==> config.mk <==
export PLATFORM = sky130hd
export DESIGN_NAME = aes_block_ctrl_flat
export DESIGN_NICKNAME = d
export VERILOG_FILES = /design/src/source/aes_pkg.sv /design/src/source/aes_ifs.sv /design/src/source/aes_block_ctrl.sv /design/src/flat_wrapper.sv
export VERILOG_INCLUDE_DIRS = /design/src /design/src/include
export SDC_FILE = /design/constraint.sdc
export NUM_CORES = 1
export LEC_CHECK = 0
export BUFFER_PORTS_ARGS = -buffer_cell sky130_fd_sc_hd__clkbuf_2
export CORE_AREA = 2 2 231 233
export CTS_BUF_LIST = sky130_fd_sc_hd__clkbuf_2
export CTS_CLUSTER_DIAMETER = 120
export DETAILED_ROUTE_END_ITERATION = 8
export DIE_AREA = 0 0 233 235
export HOLD_SLACK_MARGIN = 0.06
export MAX_ROUTING_LAYER = met4
export RECOVER_POWER = 25
export SLEW_MARGIN = 5
export SYNTH_ARGS = -nofsm -noshare
export SYNTH_HDL_FRONTEND = slang
export SYNTH_SLANG_ARGS = --single-unit
==> constraint.sdc <==
create_clock -name clk_in -period 2.5 [get_ports clk_in]
set_clock_uncertainty 0.2 [all_clocks]
set_input_delay 0.5 -clock clk_in [delete_from_list [all_inputs] [get_ports clk_in]]
set_output_delay 0.5 -clock clk_in [all_outputs]
set_load 0.02 [all_outputs]
==> src/include/aes_defs.svh <==
`ifndef AES_DEFS_SVH
`define AES_DEFS_SVH

// bus and datapath word
`define AES_WORD_W 32

// shared word buffer
`define AES_BUF_AW 9
`define AES_BUF_DEPTH 512
`define AES_IN_BASE 0
// output region starts past the 256 input words and one spare slot
`define AES_OUT_BASE 257
`define AES_TERM 32'hDEADBEEF

// wishbone word addresses, buffer below 512
`define AES_WB_AW 10
`define AES_REG_CTRL 512
`define AES_REG_STATUS 513
`define AES_REG_KEY0 516
`define AES_REG_KEY1 517
`define AES_REG_KEY2 518
`define AES_REG_KEY3 519

// aes-128
`define AES_ROUNDS 10

`endif

==> src/source/aes_pkg.sv <==
`include "aes_defs.svh"

package aes_pkg;

  // data and address widths
  typedef logic [`AES_WORD_W-1:0] word_t;
  typedef logic [`AES_BUF_AW-1:0] buf_addr_t;
  typedef logic [`AES_WB_AW-1:0] wb_addr_t;
  typedef logic [`AES_WORD_W/8-1:0] be_t;

  // cipher state, key and round index
  typedef logic [4*`AES_WORD_W-1:0] block_t;
  typedef logic [4*`AES_WORD_W-1:0] key_t;
  typedef logic [3:0] round_t;

  // block sequencer
  typedef enum logic [3:0] {
    RD_ISSUE, RD_WAIT, RD_TAKE, START, WAIT_CORE, WB_WORD, WB_TERM, DONE, IDLE
  } seq_state_e;

  // cipher core
  typedef enum logic {
    C_IDLE, C_RUN
  } core_state_e;

endpackage

==> src/source/aes_ifs.sv <==
// one port of the word buffer
// rdata follows addr by one cycle, writes land at the edge
interface aes_mem_if;

  aes_pkg::buf_addr_t addr;
  aes_pkg::be_t we;
  aes_pkg::word_t wdata;
  aes_pkg::word_t rdata;

  modport master (
    output addr,
    output we,
    output wdata,
    input rdata
  );

  modport ram (
    input addr,
    input we,
    input wdata,
    output rdata
  );

endinterface

// sequencer to cipher core handshake
// start is a single pulse, valid pulses once per block
interface aes_core_if;

  logic start;
  aes_pkg::block_t block_in;
  aes_pkg::key_t key;
  aes_pkg::block_t block_out;
  logic valid;

  modport host (output start, output block_in, output key, input block_out, input valid);
  modport core (input start, input block_in, input key, output block_out, output valid);

endinterface

==> src/source/aes_block_ctrl.sv <==
`include "aes_defs.svh"

module aes_block_ctrl (
  input logic clk_in,
  input logic rst_in,
  input logic enable,
  input aes_pkg::key_t key,
  aes_mem_if.master mem,
  aes_core_if.host core,
  output logic busy,
  output logic complete
);

  aes_pkg::seq_state_e state_q;
  // words read so far, terminator excluded
  aes_pkg::buf_addr_t rd_cnt_q;
  // ciphertext words written so far
  aes_pkg::buf_addr_t wr_cnt_q;
  aes_pkg::block_t block_q;
  logic [6:0] rd_lsb;
  logic [6:0] wr_lsb;
  aes_pkg::word_t out_word;
  logic is_term;

  assign is_term = (mem.rdata == `AES_TERM);

  // word 0 of a block sits in bits 127:96
  assign rd_lsb = {2'd3 - rd_cnt_q[1:0], 5'd0};
  assign wr_lsb = {2'd3 - wr_cnt_q[1:0], 5'd0};
  assign out_word = core.block_out[wr_lsb +: `AES_WORD_W];

  // core handshake
  assign core.start = (state_q == aes_pkg::START);
  assign core.block_in = block_q;
  assign core.key = key;

  // status
  assign busy = (state_q != aes_pkg::IDLE) && (state_q != aes_pkg::DONE);
  assign complete = (state_q == aes_pkg::DONE);

  // buffer port, reads from input region unless writing back
  always_comb begin
    mem.addr = aes_pkg::buf_addr_t'(`AES_IN_BASE) + rd_cnt_q;
    mem.we = '0;
    mem.wdata = out_word;
    case (state_q)
      aes_pkg::WB_WORD: begin
        mem.addr = aes_pkg::buf_addr_t'(`AES_OUT_BASE) + wr_cnt_q;
        mem.we = '1;
      end
      aes_pkg::WB_TERM: begin
        mem.addr = aes_pkg::buf_addr_t'(`AES_OUT_BASE) + wr_cnt_q;
        mem.we = '1;
        mem.wdata = `AES_TERM;
      end
      default: ;
    endcase
  end

  always_ff @(posedge clk_in) begin
    if (rst_in || !enable) begin
      // disabled means abort and clear
      state_q <= aes_pkg::IDLE;
      rd_cnt_q <= '0;
      wr_cnt_q <= '0;
      block_q <= '0;
    end else begin
      case (state_q)
        aes_pkg::IDLE: state_q <= aes_pkg::RD_ISSUE;
        // address out, ram output next cycle, sample on the third
        aes_pkg::RD_ISSUE: state_q <= aes_pkg::RD_WAIT;
        aes_pkg::RD_WAIT: state_q <= aes_pkg::RD_TAKE;
        aes_pkg::RD_TAKE: begin
          if (is_term) begin
            // nothing pending means just the terminator
            if (rd_cnt_q[1:0] == 2'd0) begin
              state_q <= aes_pkg::WB_TERM;
            end else begin
              state_q <= aes_pkg::START;
            end
          end else begin
            block_q[rd_lsb +: `AES_WORD_W] <= mem.rdata;
            rd_cnt_q <= rd_cnt_q + 1'b1;
            if (rd_cnt_q[1:0] == 2'd3) begin
              state_q <= aes_pkg::START;
            end else begin
              state_q <= aes_pkg::RD_ISSUE;
            end
          end
        end
        aes_pkg::START: state_q <= aes_pkg::WAIT_CORE;
        aes_pkg::WAIT_CORE: begin
          // core has latched it, zero for the next block
          block_q <= '0;
          if (core.valid) begin
            state_q <= aes_pkg::WB_WORD;
          end
        end
        aes_pkg::WB_WORD: begin
          wr_cnt_q <= wr_cnt_q + 1'b1;
          // caught up with reads, a partial block ends the stream
          if (wr_cnt_q + 1'b1 == rd_cnt_q) begin
            if (rd_cnt_q[1:0] == 2'd0) begin
              state_q <= aes_pkg::RD_ISSUE;
            end else begin
              state_q <= aes_pkg::WB_TERM;
            end
          end
        end
        aes_pkg::WB_TERM: state_q <= aes_pkg::DONE;
        // hold complete until enable drops
        default: ;
      endcase
    end
  end

  // input region is never overwritten
  a_wr_out_region: assert property (@(posedge clk_in) disable iff (rst_in)
    (|mem.we) |-> (mem.addr >= aes_pkg::buf_addr_t'(`AES_OUT_BASE)));

endmodule

==> src/flat_wrapper.sv <==
// flat-port wrapper written by rule: the top's interface ports become plain ports
module aes_block_ctrl_flat 
  (clk_in, rst_in, enable, key, busy, complete, mem_addr, mem_we, mem_wdata, mem_rdata, core_start, core_block_in, core_key, core_block_out, core_valid);
  aes_mem_if mem_i ();
  aes_core_if core_i ();
  input logic clk_in;
  input logic rst_in;
  input logic enable;
  input aes_pkg::key_t key;
  output logic busy;
  output logic complete;
  output wire logic [$bits(mem_i.addr)-1:0] mem_addr;
  output wire logic [$bits(mem_i.we)-1:0] mem_we;
  output wire logic [$bits(mem_i.wdata)-1:0] mem_wdata;
  input wire logic [$bits(mem_i.rdata)-1:0] mem_rdata;
  output wire logic [$bits(core_i.start)-1:0] core_start;
  output wire logic [$bits(core_i.block_in)-1:0] core_block_in;
  output wire logic [$bits(core_i.key)-1:0] core_key;
  input wire logic [$bits(core_i.block_out)-1:0] core_block_out;
  input wire logic [$bits(core_i.valid)-1:0] core_valid;
  assign mem_addr = mem_i.addr;
  assign mem_we = mem_i.we;
  assign mem_wdata = mem_i.wdata;
  assign mem_i.rdata = mem_rdata;
  assign core_start = core_i.start;
  assign core_block_in = core_i.block_in;
  assign core_key = core_i.key;
  assign core_i.block_out = core_block_out;
  assign core_i.valid = core_valid;
  aes_block_ctrl u_core (.clk_in(clk_in), .rst_in(rst_in), .enable(enable), .key(key), .mem(mem_i), .core(core_i), .busy(busy), .complete(complete));
endmodule
# Word level (Yosys, flattened, before mapping)
# Cells that the tools add are included.
# Widths: inputs -> output; s select.
[totals]
romBits = 0
out_inout_bits = 304
register_bits = 150
word_cells = 54
mem_count = 0
in_bits = 292
latch_bits = 0
mem_bits_rw = 0
[op_classes]
n_eq_ne = 16
n_addsub = 6
n_bitwise = 1
n_reduce_logical = 11
n_div = 0
mux = 13
multipliers = 0
n_shift = 3
n_lt_le_gt_ge = 0
[ops]
columns = ["op", "n"]
rows = [
  ["$pmux 128 s2", 1],
  ["$bwmux 128", 1],
  ["$mux 128", 1],
  ["$shift 32x9->128 const A", 1],
  ["$shiftx 128x8->32", 1],
  ["$shiftx 32x9->128", 1],
  ["$eq 32x32->1 const B", 1],
  ["$mux 32", 1],
  ["$pmux 4 s8", 1],
  ["$add 9x1->9 const B", 2],
  ["$eq 4x3->1 const B", 4],
  ["$mux 4", 4],
  ["$add 9x9->9 const A", 1],
  ["$eq 9x9->1", 1],
  ["$mux 9", 1],
  ["$neg 7->9", 1],
  ["$eq 4x2->1 const B", 2],
  ["$reduce_bool 8->1", 1],
  ["$mux 3", 2],
  ["$eq 4x1->1 const B", 1],
  ["$eq 4x4->1 const B", 1],
  ["$logic_not 4->1", 1],
  ["$ne 2x2->1 const B", 2],
  ["$ne 4x3->1 const B", 1],
  ["other kinds (14)", 16],
]

# Longest topological paths before layout
[depth]
depth_word = 6
ltp_mapped = 9
ltp_nobuf = 7

# Worst setup path before layout
# OpenSTA, ideal clock, no wires.
[synth_path]
path_type = "reg-to-output"
startpoint = "register u_core.state_q[2]"
endpoint = "output mem_addr[8]"
arrival_ns = 1.703
n_path_buf = 3
path_slack_ns = 0.097
t_required_ns = 1.800
stages_incl_launch_ff = 7
path_cell_list = "dfxtp_1 buf_1 and3_1 clkbuf_1 buf_2 nand2_1 o21ai_0"
[synth_between]
elab_chain_cells = 3
elab_cells_between_ends = 4
cone_classes = "2 x eq/ne; 1 x mux; 1 x reduce/logical"
[synth_rtl]
columns = ["item", "line", "rtl"]
rows = [
  ["start: declaration", "aes_block_ctrl.sv:14", "aes_pkg::seq_state_e state_q;"],
  ["start signal: assignment", "aes_block_ctrl.sv:63", "state_q <= aes_pkg::IDLE;"],
  ["start signal: assignment", "aes_block_ctrl.sv:69", "aes_pkg::IDLE: state_q <= aes_pkg::RD_ISSUE;"],
  ["start signal: assignment", "aes_block_ctrl.sv:71", "aes_pkg::RD_ISSUE: state_q <= aes_pkg::RD_WAIT;"],
  ["$eq 4x3->1", "aes_block_ctrl.sv:46", "case (state_q)"],
  ["$reduce_or 2->1 (no source line) *", "n/a", ""],
  ["$mux 9 *", "n/a", ""],
  ["end: declaration", "flat_wrapper.sv:12", "output wire logic [$bits(mem_i.addr)-1:0] mem_addr;"],
]
# Every way passes the cells marked *; elsewhere a longest branch is shown, timed or not.

# Worst setup path in the final report
[layout_path]
startpoint = "register u_core.wr_cnt_q[0]"
endpoint = "output mem_wdata[11]"
[layout_between]
elab_chain_cells = 3
[layout_rtl]
columns = ["item", "line", "rtl"]
rows = [
  ["start: declaration", "aes_block_ctrl.sv:18", "aes_pkg::buf_addr_t wr_cnt_q;"],
  ["start signal: assignment", "aes_block_ctrl.sv:100", "wr_cnt_q <= wr_cnt_q + 1'b1;"],
  ["$sub 2x2->2", "aes_block_ctrl.sv:29", "assign wr_lsb = {2'd3 - wr_cnt_q[1:0], 5'd0};"],
  ["$shiftx 128x8->32", "aes_block_ctrl.sv:30", "assign out_word = core.block_out[wr_lsb +: `AES_WORD_W];"],
  ["$mux 32", "aes_block_ctrl.sv:46", ""],
  ["end: declaration", "flat_wrapper.sv:14", "output wire logic [$bits(mem_i.wdata)-1:0] mem_wdata;"],
]
# No other way between the ends.

==> results.json <==
{
  "status": "complete, but fails checks",
  "violations": "setup timing",
  "start_kind": "register",
  "synth_ff_type": "dfxtp_1",
  "portBuffers": 339,
  "core_sq_mm": 0.0522,
  "numCtsBuffers": 17,
  "syn_area_sq_mm": 0.00861,
  "die_width_um": 233,
  "antenna_left": 0,
  "drive_gt1_frac": 0.475,
  "synth_top_area_frac": 0.349,
  "grt_overflow_total": 0,
  "dieArea_sq_mm": 0.0548,
  "arrival_ps": 2530,
  "fill_cells": 5634,
  "routabilityCongestion": 0.838,
  "finalPower_mw": 4.50,
  "cts_tree": "built",
  "syn_to_final_growth_pct": 42.7,
  "syn-num-nets": 1303,
  "final_hold_viol_count": 0,
  "start_util": 0.165,
  "setup_slack_ps": -730,
  "top_layer_used": "met4",
  "dpl_cell_area_sq_mm": 0.0104,
  "drc_errors": 0,
  "grt_pass1_vias": 8305,
  "p_per_area_mw_per_mm2": 366,
  "post_drt_wl_per_cell_um": 20.8,
  "syn_area_per_cell_sq_um": 8.56,
  "met1_length_mm": 15.0,
  "place_inst": 1894,
  "async_reset_ff_frac": 0,
  "synth.largest_area_cell": "dfxtp_1",
  "wl_met3_mm": 3.52,
  "cap_violations": 0,
  "relSlewSlack": 0.571,
  "period_needed_ps": 3230,
  "fin_crit_sh": 1.29,
  "hold_class": "register to register",
  "grt_pass1_wl_mm": 56.9,
  "wl_met2_mm": 22.1,
  "synth_cell_types": 57,
  "num_rows": 84,
  "clockBufferDepth": 2,
  "drtIter0Drc": 480,
  "clock_latency_ps": 840,
  "firstDrtPassIters": 5,
  "finalSetupTns_ps": -27350,
  "wl_mm": 41.6,
  "worstSetupPathType": "register to output port",
  "fin_cells": 2006,
  "ios": 596,
  "final_core_util": 0.235,
  "ys_seq_elements": 150,
  "crit_required_ps": 1800,
  "setup_viol": 49,
  "clk_pin_slew_worst_paths_ps": 260,
  "end_kind": "output port",
  "synth_edf_count": 0,
  "ir_worst_vdd_uv": 240,
  "via_count": 8590,
  "power.leakage_nw": 4.79,
  "antenna_found_initial": 6,
  "ys_seq_area_frac": 0.349,
  "grt_max_degree": 45,
  "final_area_sq_mm": 0.0123,
  "maxSlewViolCount": 0,
  "cts.htree.levels": 4,
  "syn-instance-count": 1006,
  "synthTopCellsByArea": "dfxtp_1 (35%), buf_4 (12%), a21oi_1 (8.4%), mux4_2 (8.4%), nand3_1 (7.8%)",
  "ys.warnings.count": 0,
  "grtUsageTotal": 0.147,
  "die_y_um": 235,
  "cts-root-buf": "clkbuf_2",
  "fmax_mhz": 310,
  "path_max_fanout": 6,
  "dpl.hpwl_mm": 31.6,
  "cts_sinks": 150,
  "viasPerCell": 4.28,
  "rsz0062_at_grt": "true",
  "max_slew.worst_pin.slew_ps": 643,
  "nets": 1601
}
-- routing by layer --
metal,vias up,global-route usage
li1,3945,-
met1,4069,0.154
met3,85,0.0425
met2,491,0.262
met4,0,0.0510
met5,-,-
-- cell usage after synthesis, types with 3 or more instances --
master / instances
inv_1: 7
buf_6: 26
and3_1: 3
buf_4: 136
nand2_1: 144
nor2b_1: 9
mux4_2: 32
nand3_1: 135
nand4_1: 9
dfxtp_1: 150
buf_1: 4
nand4b_1: 6
xor2_1: 13
a21oi_1: 144
clkbuf_1: 37
buf_2: 9
a21oi_4: 5
or3_1: 4
a21o_4: 4
ha_1: 5
a21oi_2: 4
o21ai_0: 11
xnor2_1: 13
nor3_1: 6
nor2_1: 29
or2_2: 25
-- cell families after synthesis --
logic type	count (synthesis)	synth area share
AO/OA/AOI/OAI	181	0.127
buffers and inverters	219	0.179
AND/OR/NAND/NOR	389	0.222
flip-flops	150	0.349
adder cells (fa/ha/maj)	5	0.00726
multiplexers	35	0.0873
XOR/XNOR	27	0.0291
-- critical path, cell delays in order (launching register included) --
cell,delay (ps)
dfxtp_4,460
buf_12,130
buf_16,120
mux4_2,570
or2_4,270
buf_8,130
-- metrics by stage --
step / hold slack [ps] / worst slack [ps]
3_5_place_dp: 244 / -107
5_1_grt: 286 / -866
6_report: 267 / -730
4_1_cts: 268 / -890
3_3_place_gp: 239 / -65.0
2_1_floorplan: 295 / 97.0
-- power by group --
group / total, mW / switching [mW] / internal [mW]
registers: 2.41 / 0.00508 / 2.40
clock network: 1.42 / 1.03 / 0.383
logic: 0.675 / 0.326 / 0.349
-- sequential cells by signal (all words and copies together) (netlist names) --
signal and cells:
u_core.core.block_in 128, u_core.wr_cnt_q 9, u_core.state_q 4, u_core.rd_cnt_q 9
-- layout make-up --
class,instances,area [sq um],share of cell area
multi-input combinational,638,4440,0.361
antenna,1,2.50,0.000204
clock inverter,15,143,0.0116
tap,688,861,0.0701
sequential,150,3030,0.247
timing repair buffer,490,3700,0.301
inverter,7,26.3,0.00214
clock buffer,17,85.1,0.00692
-- layout by cell type (no fill, tap or decap), types with 9 or more instances in the layout --
master,count
mux4_2,32
xor2_1,10
buf_4,82
dlygate4sd3_1,36
buf_8,31
or2_4,24
nand3_1,132
buf_12,21
a21oi_1,139
o21ai_0,9
clkbuf_2,310
xnor2_1,10
dfxtp_1,138
buf_6,13
nor2_1,23
nand4_1,9
nand2_1,139
-- final timing paths --
| check | startpoint | cells after the start | end | slack, ps |
|---|---|---|---|---|
| max | u_core.wr_cnt_q[0]$_SDFFE_PP0P_ | 5 | mem_wdata[11] | -730 |
| min reg2reg | u_core.core.block_in[0]$_SDFFE_PP0P_ | 2 | u_core.core.block_in[0]$_SDFFE_PP0P_ | 270 |
| min | u_core.core.block_in[0]$_SDFFE_PP0P_ | 2 | u_core.core.block_in[0]$_SDFFE_PP0P_ | 270 |
| max reg2reg | u_core.wr_cnt_q[0]$_SDFFE_PP0P_ | 10 | u_core.state_q[1]$_SDFFE_PP0P_ | -50 |
-- repair_timing --
action / in CTS / in global routing
gates resized for setup: 174 / 64
buffers inserted: 23 / 15
pin swaps: 15 / 22
endpoints found under the hold margin: 133 / 0
setup endpoints to repair: 50 / 90
gates cloned: 5 / 1
hold buffers: 36 / 0
Note: power is estimated with default switching activity, not from simulation.
