`src/include/aes_defs.svh`:
```
`ifndef AES_DEFS_SVH
`define AES_DEFS_SVH

// bus and datapath word
`define AES_WORD_W 32

// shared word buffer
`define AES_BUF_AW 9
`define AES_BUF_DEPTH 512
`define AES_IN_BASE 0
// output region starts past the 256 input words and one spare slot
`define AES_OUT_BASE 257
`define AES_TERM 32'hDEADBEEF

// wishbone word addresses, buffer below 512
`define AES_WB_AW 10
`define AES_REG_CTRL 512
`define AES_REG_STATUS 513
`define AES_REG_KEY0 516
`define AES_REG_KEY1 517
`define AES_REG_KEY2 518
`define AES_REG_KEY3 519

// aes-128
`define AES_ROUNDS 10

`endif

```
`src/source/aes_pkg.sv`:
```
`include "aes_defs.svh"

package aes_pkg;

  // data and address widths
  typedef logic [`AES_WORD_W-1:0] word_t;
  typedef logic [`AES_BUF_AW-1:0] buf_addr_t;
  typedef logic [`AES_WB_AW-1:0] wb_addr_t;
  typedef logic [`AES_WORD_W/8-1:0] be_t;

  // cipher state, key and round index
  typedef logic [4*`AES_WORD_W-1:0] block_t;
  typedef logic [4*`AES_WORD_W-1:0] key_t;
  typedef logic [3:0] round_t;

  // block sequencer
  typedef enum logic [3:0] {
    RD_ISSUE, RD_WAIT, RD_TAKE, START, WAIT_CORE, WB_WORD, WB_TERM, DONE, IDLE
  } seq_state_e;

  // cipher core
  typedef enum logic {
    C_IDLE, C_RUN
  } core_state_e;

endpackage

```
`src/source/aes_ifs.sv`:
```
// one port of the word buffer
// rdata follows addr by one cycle, writes land at the edge
interface aes_mem_if;

  aes_pkg::buf_addr_t addr;
  aes_pkg::be_t we;
  aes_pkg::word_t wdata;
  aes_pkg::word_t rdata;

  modport master (
    output addr,
    output we,
    output wdata,
    input rdata
  );

  modport ram (
    input addr,
    input we,
    input wdata,
    output rdata
  );

endinterface


```
`src/source/aes_wb_regs.sv`:
```
`include "aes_defs.svh"

module aes_wb_regs (
  input logic clk_in,
  input logic rst_in,
  input logic cyc,
  input logic stb,
  input logic we,
  input aes_pkg::wb_addr_t adr,
  input aes_pkg::word_t dat_w,
  input aes_pkg::be_t sel,
  output aes_pkg::word_t dat_r,
  output logic ack,
  aes_mem_if.master mem,
  output logic enable,
  output aes_pkg::key_t key,
  input logic busy,
  input logic complete
);

  logic req;
  logic is_buf;
  logic rd_pend;
  aes_pkg::word_t reg_rdata;

  // fresh request, not one already acked or in flight
  assign req = cyc && stb && !ack && !rd_pend;
  assign is_buf = (adr < aes_pkg::wb_addr_t'(`AES_BUF_DEPTH));

  // buffer sees the bus address right away
  assign mem.addr = adr[`AES_BUF_AW-1:0];
  assign mem.wdata = dat_w;
  // single write per request, sel gives the bytes
  assign mem.we = (req && we && is_buf) ? sel : '0;

  // register read mux
  always_comb begin
    case (adr)
      aes_pkg::wb_addr_t'(`AES_REG_CTRL): reg_rdata = {{(`AES_WORD_W-1){1'b0}}, enable};
      aes_pkg::wb_addr_t'(`AES_REG_STATUS): reg_rdata = {{(`AES_WORD_W-2){1'b0}}, busy, complete};
      aes_pkg::wb_addr_t'(`AES_REG_KEY0): reg_rdata = key[127:96];
      aes_pkg::wb_addr_t'(`AES_REG_KEY1): reg_rdata = key[95:64];
      aes_pkg::wb_addr_t'(`AES_REG_KEY2): reg_rdata = key[63:32];
      aes_pkg::wb_addr_t'(`AES_REG_KEY3): reg_rdata = key[31:0];
      default: reg_rdata = '0;
    endcase
  end

  // ack, pending buffer read, control and key registers
  always_ff @(posedge clk_in) begin
    if (rst_in) begin
      ack <= 1'b0;
      rd_pend <= 1'b0;
      enable <= 1'b0;
      key <= '0;
    end else begin
      ack <= 1'b0;
      rd_pend <= 1'b0;
      if (rd_pend) begin
        // ram data is ready now, drop the ack if the master gave up
        ack <= cyc && stb;
      end else if (req) begin
        if (is_buf && !we) begin
          rd_pend <= 1'b1;
        end else begin
          ack <= 1'b1;
        end
        if (!is_buf && we) begin
          case (adr)
            aes_pkg::wb_addr_t'(`AES_REG_CTRL): enable <= dat_w[0];
            aes_pkg::wb_addr_t'(`AES_REG_KEY0): key[127:96] <= dat_w;
            aes_pkg::wb_addr_t'(`AES_REG_KEY1): key[95:64] <= dat_w;
            aes_pkg::wb_addr_t'(`AES_REG_KEY2): key[63:32] <= dat_w;
            aes_pkg::wb_addr_t'(`AES_REG_KEY3): key[31:0] <= dat_w;
            default: ;
          endcase
        end
      end
    end
  end

  // read data goes out together with ack
  always_ff @(posedge clk_in) begin
    if (rd_pend) begin
      dat_r <= mem.rdata;
    end else if (req && !we) begin
      dat_r <= reg_rdata;
    end
  end

  // classic slave, no ack outside a request
  a_ack_in_cycle: assert property (@(posedge clk_in) disable iff (rst_in)
    ack |-> (cyc && stb));

endmodule

```
`src/flat_wrapper.sv`:
```
// flat-port wrapper written by rule: the top's interface ports become plain ports
module aes_wb_regs_flat 
  (clk_in, rst_in, cyc, stb, we, adr, dat_w, sel, dat_r, ack, enable, key, busy, complete, mem_addr, mem_we, mem_wdata, mem_rdata);
  aes_mem_if mem_i ();
  input logic clk_in;
  input logic rst_in;
  input logic cyc;
  input logic stb;
  input logic we;
  input aes_pkg::wb_addr_t adr;
  input aes_pkg::word_t dat_w;
  input aes_pkg::be_t sel;
  output aes_pkg::word_t dat_r;
  output logic ack;
  output logic enable;
  output aes_pkg::key_t key;
  input logic busy;
  input logic complete;
  output wire logic [$bits(mem_i.addr)-1:0] mem_addr;
  output wire logic [$bits(mem_i.we)-1:0] mem_we;
  output wire logic [$bits(mem_i.wdata)-1:0] mem_wdata;
  input wire logic [$bits(mem_i.rdata)-1:0] mem_rdata;
  assign mem_addr = mem_i.addr;
  assign mem_we = mem_i.we;
  assign mem_wdata = mem_i.wdata;
  assign mem_i.rdata = mem_rdata;
  aes_wb_regs u_core (.clk_in(clk_in), .rst_in(rst_in), .cyc(cyc), .stb(stb), .we(we), .adr(adr), .dat_w(dat_w), .sel(sel), .dat_r(dat_r), .ack(ack), .mem(mem_i), .enable(enable), .key(key), .busy(busy), .complete(complete));
endmodule
```
`config.mk`:
```
export PLATFORM = sky130hd
export DESIGN_NAME = aes_wb_regs_flat
export DESIGN_NICKNAME = d
export VERILOG_FILES = /design/src/source/aes_pkg.sv /design/src/source/aes_ifs.sv /design/src/source/aes_wb_regs.sv /design/src/flat_wrapper.sv
export VERILOG_INCLUDE_DIRS = /design/src /design/src/include
export SDC_FILE = /design/constraint.sdc
export NUM_CORES = 1
export LEC_CHECK = 0
export BUFFER_PORTS_ARGS = -buffer_cell sky130_fd_sc_hd__buf_2
export CORE_MARGIN = 1
export CORE_UTILIZATION = 35
export DETAILED_ROUTE_END_ITERATION = 10
export PLACE_DENSITY = 0.59
export SLEW_MARGIN = 20
export SYNTH_ARGS = -nofsm -noshare
export SYNTH_HDL_FRONTEND = slang
export SYNTH_SLANG_ARGS = --single-unit
```
`constraint.sdc`:
```
create_clock -name clk_in -period 4.35 [get_ports clk_in]
set_input_delay 0 -clock clk_in [delete_from_list [all_inputs] [get_ports clk_in]]
set_output_delay 0 -clock clk_in [all_outputs]
set_load 0.02 [all_outputs]
```
* Word level (Yosys, flattened, before mapping)
Cells that the tools add are included.
Operators by class: equal/unequal tests 6, reduce and logical (&&, ||, !) cells 19, magnitude comparators 1, bitwise operators 2, mux-type cells 8
Operators with widths (count):
- 32-bit case mux with 6 select lines | 1
- 32-bit two-way mux | 2
- 10-bit equality test, second input constant | 6
- 4-bit AND reduction | 5
- 10-bit < comparator, second input constant | 1
- 1-bit logical AND | 8
- 1-bit zero test | 4
- 1-bit two-way mux | 4
- 4-bit two-way mux | 1
- 3-bit OR reduction | 1
- 1-bit NOT | 2
- 2-bit nonzero test | 1
Storage, ports and cells: output and inout bits 207, bits of input ports 85, word-level logic and storage cells 44, bits in registers 163

* Depth between registers and ports, before layout
Gate-level depths: netlist of run 1.
depth after elaboration 6, gate-level depth with buffers 7, gate-level depth less buffers 4

* Least setup slack after synthesis of run 1
OpenSTA, ideal clock, no wires.
path kind reg2reg, start register u_core.ack, end register u_core.dat_r[0], enable pin, stages on the path, launching flop included 3, path buffers 0, arrival 2.276 ns, clock period less this slack 2.704 ns, setup slack 1.646 ns, setup time 0.428 ns, required time 3.922 ns, path through dfxtp_1 nand4bb_1 o21bai_1
Between the ends: word-level cells in the longest chain between the ends 5
Ends and longest elaborated chain:
- start, declared | RTL line aes_wb_regs.sv:13 | output logic ack,
- start signal, assigned | RTL line aes_wb_regs.sv:61 | ack <= cyc && stb;
- 1-bit zero test | RTL line aes_wb_regs.sv:27 | assign req = cyc && stb && !ack && !rd_pend;
- 1-bit logical AND (2 in a row) | RTL line aes_wb_regs.sv:27
- 1-bit logical AND | RTL line aes_wb_regs.sv:86 | end else if (req && !we) begin
- 2-bit nonzero test (no source line)
- end signal, assigned | RTL line aes_wb_regs.sv:85 | dat_r <= mem.rdata;
- end signal, assigned | RTL line aes_wb_regs.sv:87 | dat_r <= reg_rdata;
- end, declared | RTL line aes_wb_regs.sv:12 | output aes_pkg::word_t dat_r,
Every way passes these cells. A chain may end at the register's enable or synchronous reset.

* Worst setup path after layout of run 1
start register u_core.rd_pend, end register u_core.key[48]
Between the ends: word-level cells in the longest chain between the ends 3
Ends and longest elaborated chain:
- start, declared | RTL line aes_wb_regs.sv:23 | logic rd_pend;
- start signal, assigned | RTL line aes_wb_regs.sv:53 | rd_pend <= 1'b0;
- start signal, assigned | RTL line aes_wb_regs.sv:58 | rd_pend <= 1'b0;
- start signal, assigned | RTL line aes_wb_regs.sv:64 | rd_pend <= 1'b1;
- 1-bit zero test | RTL line aes_wb_regs.sv:27
- 1-bit logical AND | RTL line aes_wb_regs.sv:27
- 4-bit AND reduction (no source line) *
- end signal, assigned | RTL line aes_wb_regs.sv:73 | aes_pkg::wb_addr_t'(`AES_REG_KEY2): key[63:32] <= dat_w;
- end, declared | RTL line aes_wb_regs.sv:16 | output aes_pkg::key_t key,
Mark *: on every way between the ends. The rest lies on a longest branch, timed or not.

==> impl_metrics.csv, run 1 <==
group,metric,value,unit
sta,tightest_slew,1.03,ns
synthesis,netlist_area,0.00751,mm²
routing,drc,0,
finish,utilization,48.3,%
finish,synthToLayoutAreaGrowth,35.1,%
routing,viasPerCell,4.96,
synthesis,synth_enable_flop_cells,32,
sta,finalSetupViolCount,0,
floorplan,initial_core_util,35.7,%
sta,fmax,338,MHz
pwr,p_leak,0.00435,µW
finish,nets,1138,
finish,drive_gt1_share,37.5,%
critical_path,max_stage_delay,1.27,ns
grt,antenna_found_initial,0,
sta,holdWs,0.0483,ns
grt,grt_pass1_vias,6359,
synthesis,synth_ff_type,"dfxtp_1",
critical_path,critPathLaunchType,"flop",
synthesis,synth-seq-cells,163,
grt,gr-total-overflow,0,
routing,wl,23.5,mm
critical_path,crit_arrival,3.23,ns
routing,drtIter0Drc,296,
floorplan,dieHeight,149,µm
synthesis,synth_cell_types,38,
grt,grtUsageTotal,21.4,%
synthesis,syn_area_per_cell,9.86,µm²
min_path,hp-class,"in2reg",
synthesis,ys_seq_area_share,47.7,%
critical_path,critPathSlowestCell,"or4_2",
placed_design,place.gp.congestion,0.794,
sta,skew,0.00764,ns
sta,rsz0062_at_grt,"false",
floorplan,fp-row-count,53,
outcome,status,"finished clean",
clock_network,post_cts_buffers,0,
floorplan,die_area,0.0221,mm²
finish,design_area,0.0102,mm²
clock_network,numCtsBuffers,17,
synthesis,syn-instance-count,762,
pwr,power_density,335,mW/mm²
clock_network,tritoncts,"yes",
routing,ant_nets,0,
critical_path,critPathCaptureType,"flop",
clock_network,root_buffer,"clkbuf_16",
floorplan,die_x,149,µm
critical_path,rrSetupSlack,1.40,ns
clock_network,hold_buffers,70,
placed_design,dpl_cell_area,0.00883,mm²
sta,relSlewSlack,31.5,%
critical_path,critical_path_class,"reg2reg",
routing,routedWlPerCell,17.5,µm
clock_network,clock_path_buffers,2,
clock_network,cts_max_level,4,
sta,hold_viol_final,0,
clock_network,clkTransAtPathRegs,0.06,ns
critical_path,crit_path_max_fanout,39,
pwr,vdd_ir_drop_max,0.000249,V
clock_network,clock_sinks,163,
sta,drv_slew,0,
routing,dr_total_vias,6652,
placed_design,numPortBuffers,291,
critical_path,path_cells,"nand4bb_1, or4_2, nand2_2, a21oi_1",
floorplan,ios,292,
clock_network,cts-resized-gates,0,
grt,grt_pass1_wl,35.8,mm
critical_path,worstPathRequired,4.62,ns
sta,setup_tns,0,ns
routing,drtPass1Iterations,5,
sta,period_minus_slack,2.95,ns
synthesis,yosysWarnings,0,
placed_design,detailed_place_hpwl,15.4,mm
job,cap_violations,0,
pwr,power,3400,µW
clock_network,clkLatencyLatePin,0.42,ns
synthesis,syn_nets,847,
floorplan,coreArea,0.0210,mm²
synthesis,async_flop_share,0,%
grt,grt_max_degree,76,
sta,period_share,67.9,%
finish,num_antenna_cells,0,
cell type report:
cell class / instances / area (µm²)
fillers: 1964 / 10900
flip-flops and latches: 163 / 3580
multi-input cells: 499 / 3360
repair buffers: 372 / 2240
clock buffers: 17 / 425
well taps: 275 / 344
clock inverters: 15 / 193
report_power, final:
| group | internal (µW) | total [µW] | switching, µW |
|---|---|---|---|
| clock network | 922 | 1590 | 667 |
| registers | 1540 | 1550 | 3.83 |
| logic | 120 | 267 | 147 |
| total | 2580 | 3400 | 819 |
cells in the final DEF (no fill, tap or decap), types with 2 or more instances in the layout:
| cell type | synthesis | layout |
|---|---|---|
| nand2_2 | 25 | 25 |
| a22o_1 | 30 | 30 |
| nand4bb_1 | 2 | 2 |
| or4_2 | 0 | 2 |
| nand4_1 | 2 | 2 |
| nor3_1 | 5 | 4 |
| mux2i_1 | 38 | 38 |
| nand2b_1 | 66 | 66 |
| dfxtp_1 | 131 | 130 |
| nor2_1 | 6 | 5 |
| edfxtp_1 | 32 | 32 |
| clkinvlp_4 | 0 | 3 |
| inv_6 | 0 | 3 |
| nor3b_1 | 2 | 2 |
| nor4_4 | 0 | 2 |
| buf_4 | 43 | 12 |
| and4bb_2 | 2 | 2 |
| bufinv_16 | 0 | 3 |
| nand2_1 | 172 | 172 |
| clkbuf_16 | 0 | 17 |
| mux4_2 | 30 | 30 |
| dlygate4sd3_1 | 0 | 70 |
| and2_1 | 4 | 4 |
| nor4_1 | 2 | 2 |
| inv_8 | 0 | 4 |
| a21oi_1 | 96 | 96 |
| buf_2 | 16 | 290 |
per-layer routing:
| metal | routed length (µm) | vias up | GRT usage, % |
|---|---|---|---|
| li1 | - | 3178 | - |
| met1 | 10200 | 3211 | 27.6 |
| met2 | 11400 | 237 | 34.7 |
| met3 | 1440 | 26 | 4.75 |
| met4 | 400 | 0 | 8.09 |
| met5 | 0 | - | 0 |
flip-flops by register name, indices dropped and copies added, names as in the netlist:
signal and cells:
u_core.key 128, u_core.enable 1, u_core.ack 1, u_core.dat_r 32, u_core.rd_pend 1
per-stage QoR:
stage	cells	setup slack (ns)
global placement	1239	1.46
global route	1341	1.20
detailed placement	1239	1.42
finish	1341	1.40
floorplan	762	1.65
CTS	1341	1.40
synth_stat cells (2+ instances only):
cell | count | area, µm²
or4_1 | 2 | 15.0
buf_4 | 43 | 323
dfxtp_1 | 131 | 2620
nand4bb_1 | 2 | 22.5
nor3b_1 | 2 | 15.0
nand2_1 | 172 | 646
nor4_2 | 2 | 25.0
buf_1 | 4 | 15.0
nor3_1 | 5 | 25.0
nand2_2 | 25 | 156
and2_1 | 4 | 25.0
nand4_1 | 2 | 12.5
a22o_1 | 30 | 263
mux2i_1 | 38 | 380
nor2_1 | 6 | 22.5
edfxtp_1 | 32 | 961
clkbuf_1 | 31 | 116
a21oi_1 | 96 | 480
buf_8 | 3 | 45.0
mux4_2 | 30 | 676
nand2b_1 | 66 | 413
buf_6 | 3 | 33.8
buf_2 | 16 | 80.1
nor4_1 | 2 | 12.5
and4bb_2 | 2 | 25.0
critical path, delay by kind of cell (launching register included):
family	cells	cell delay, ns
compound gates	1	0.07
flops	1	0.64
simple gates	3	2.08
kinds of logic after synthesis:
logic type / synth area share [%]
compound gates: 10.4
simple gates: 19.7
flops: 47.7
buf+inv: 8.16
mux: 14.1
final timing paths:
check	from	endpoint	cells past startpoint
worst max-delay path	u_core.rd_pend$_SDFF_PP0_	u_core.key[48]$_SDFFE_PP0P_	4
worst min-delay path	adr[2]	u_core.enable$_SDFFE_PP0P_	4
worst max register to register	u_core.rd_pend$_SDFF_PP0_	u_core.key[48]$_SDFFE_PP0P_	4
worst min register to register	u_core.key[31]$_SDFFE_PP0P_	u_core.key[31]$_SDFFE_PP0P_	2
Power figures use the tool's default switching activity.
==> run 2: changes to the inputs <==
--- a/config.mk
+++ b/config.mk
@@ -10,7 +10,7 @@
 export CORE_MARGIN = 1
 export CORE_UTILIZATION = 35
 export DETAILED_ROUTE_END_ITERATION = 10
-export PLACE_DENSITY = 0.59
+export PLACE_DENSITY = 0.61
 export SLEW_MARGIN = 20
 export SYNTH_ARGS = -nofsm -noshare
 export SYNTH_HDL_FRONTEND = slang
==> constraint.sdc (replaced) <==
create_clock -name clk_in -period 2.65 [get_ports clk_in]
set_input_delay 0 -clock clk_in [delete_from_list [all_inputs] [get_ports clk_in]]
set_output_delay 0 -clock clk_in [all_outputs]
set_load 0.02 [all_outputs]
==> impl_metrics.csv, run 2 (synthesis gave the netlist of run 1 again) <==
group,metric,value,unit
pwr,power_density,544,mW/mm²
pwr,seq_power_share,45.1,%
critical_path,critPathSlowestCell,"or4_2",
pwr,p_int,4260,µW
critical_path,critical_path_class,"reg2reg",
critical_path,cp_top_family,"simple AND/OR/NAND/NOR gates",
pwr,vdd_ir_drop_max,0.000376,V
pwr,power,5620,µW
clock_network,clkLatencyLatePin,0.42,ns
finish,final_cells,1355,
grt,gr-total-overflow,0,
floorplan,initial_core_util,35.7,%
clock_network,clock_path_buffers,2,
pwr,pwr-share-clk,46.7,%
placed_design,detailed_place_hpwl,16.4,mm
floorplan,die_x,149,µm
clock_network,clkTransAtPathRegs,0.07,ns
floorplan,ios,292,
critical_path,cpMostUsedCell,"buf_4",
sta,setup_tns,0,ns
pwr,p_sw_share,24.2,%
critical_path,crit_path_max_fanout,19,
sta,hold_viol_final,0,
grt,grt_pass1_wl,36.5,mm
routing,dr_total_vias,6690,
grt,grt_pass1_vias,6410,
finish,layout_commonest_cell,"buf_2",
finish,nets,1152,
grt,grt_max_degree,68,
sta,relSlewSlack,39.9,%
pwr,pwr-share-comb,8.2,%
finish,largest_reg_flops,128,
finish,num_antenna_cells,0,
sta,period_share,87.1,%
clock_network,clock_sinks,163,
finish,synthToLayoutAreaGrowth,37.5,%
floorplan,die_area,0.0221,mm²
routing,drc,0,
grt,grtUsageTotal,21.9,%
finish,utilization,49.2,%
clock_network,cts-resized-gates,0,
finish,final_cell_mix,"290 x buf_2, 172 x nand2_1, 130 x dfxtp_1",
pwr,power.switching,1360,µW
grt,antenna_found_initial,0,
placed_design,place.gp.congestion,0.796,
floorplan,coreArea,0.0210,mm²
sta,finalSetupViolCount,0,
placed_design,dp_cells,1252,
outcome,status,"finished clean",
routing,drtIter0Drc,337,
sta,fmax,433,MHz
clock_network,cts_max_level,4,
clock_network,hold_buffers,71,
critical_path,max_stage_delay,0.67,ns
min_path,hp-class,"in2reg",
finish,top_register,"u_core.key",
floorplan,fp-row-count,53,
routing,wl,24.0,mm
critical_path,worstPathRequired,2.93,ns
critical_path,critPathLaunchType,"flop",
floorplan,dieHeight,149,µm
finish,reg.largest.list,"u_core.key: 128 flops, u_core.dat_r: 32 flops",
sta,period_minus_slack,2.31,ns
sta,skew,0.0124,ns
clock_network,root_buffer,"clkbuf_16",
sta,worst_slack,0.342,ns
sta,tightest_slew,0.902,ns
critical_path,crit_arrival,2.58,ns
critical_path,critPathCaptureType,"flop",
sta,drv_slew,0,
placed_design,dp_slack,0.374,ns
routing,ant_nets,0,
finish,drive_gt1_share,38.2,%
clock_network,numCtsBuffers,17,
critical_path,critical_path_buf_inv_count,2,
job,cap_violations,0,
critical_path,path_cells,"nand4bb_1, buf_4, or4_2, buf_4, nand2_1, a21oi_1",
clock_network,post_cts_buffers,0,
placed_design,numPortBuffers,291,
sta,rsz0062_at_grt,"false",
routing,routedWlPerCell,17.7,µm
critical_path,rrSetupSlack,0.34,ns
pwr,p_leak,0.00445,µW
clock_network,tritoncts,"yes",
routing,viasPerCell,4.94,
routing,drtPass1Iterations,5,
==> run 2: worst reg2reg max path: cells and delay by family, from the launching register on <==
family                 cells  cell delay (ns)
flip-flops                 1             0.45
buffers and inverters      2             0.50
AO/OA/AOI/OAI              1             0.06
AND/OR/NAND/NOR            3             1.15
==> run 2: final cells by class <==
type,count,area [µm²]
Fill cell,1965,10700
Sequential cell,163,3580
Multi-Input combinational cell,499,3360
Timing Repair Buffer,386,2430
Clock buffer,17,425
Tap cell,275,344
Clock inverter,15,193
==> run 2: per-stage QoR <==
step	hold WS, ns	cell area (µm²)
3_5_place_dp	0.258	9010
4_1_cts	0.0113	10300
5_1_grt	0.105	10300
6_report	0.0348	10300
3_3_place_gp	0.262	8960
2_1_floorplan	0.0787	7520
==> run 2: layer usage <==
layer | wire (µm) | global-route usage (%) | share of wire (%)
met5 | 0 | 0 | 0
met4 | 337 | 7.68 | 1.4
met3 | 1430 | 4.85 | 5.9
met2 | 11600 | 35.7 | 48
met1 | 10600 | 28.3 | 44
==> run 2: path summary, 6_finish.rpt <==
path	from	end	depth (start not counted)
worst min-delay path	adr[2]	u_core.enable$_SDFFE_PP0P_	4
worst max-delay path	u_core.rd_pend$_SDFF_PP0_	u_core.key[53]$_SDFFE_PP0P_	6
worst max register to register	u_core.rd_pend$_SDFF_PP0_	u_core.key[53]$_SDFFE_PP0P_	6
worst min register to register	u_core.key[102]$_SDFFE_PP0P_	u_core.key[102]$_SDFFE_PP0P_	2
==> run 2: power by group through the flow <==
stage,clock network (µW),logic [µW],registers [µW]
floorplan,0,220,2600
global placement,0,373,2590
detailed placement,0,381,2590
CTS,2680,461,2540
global route,2790,492,2530
finish,2620,460,2540
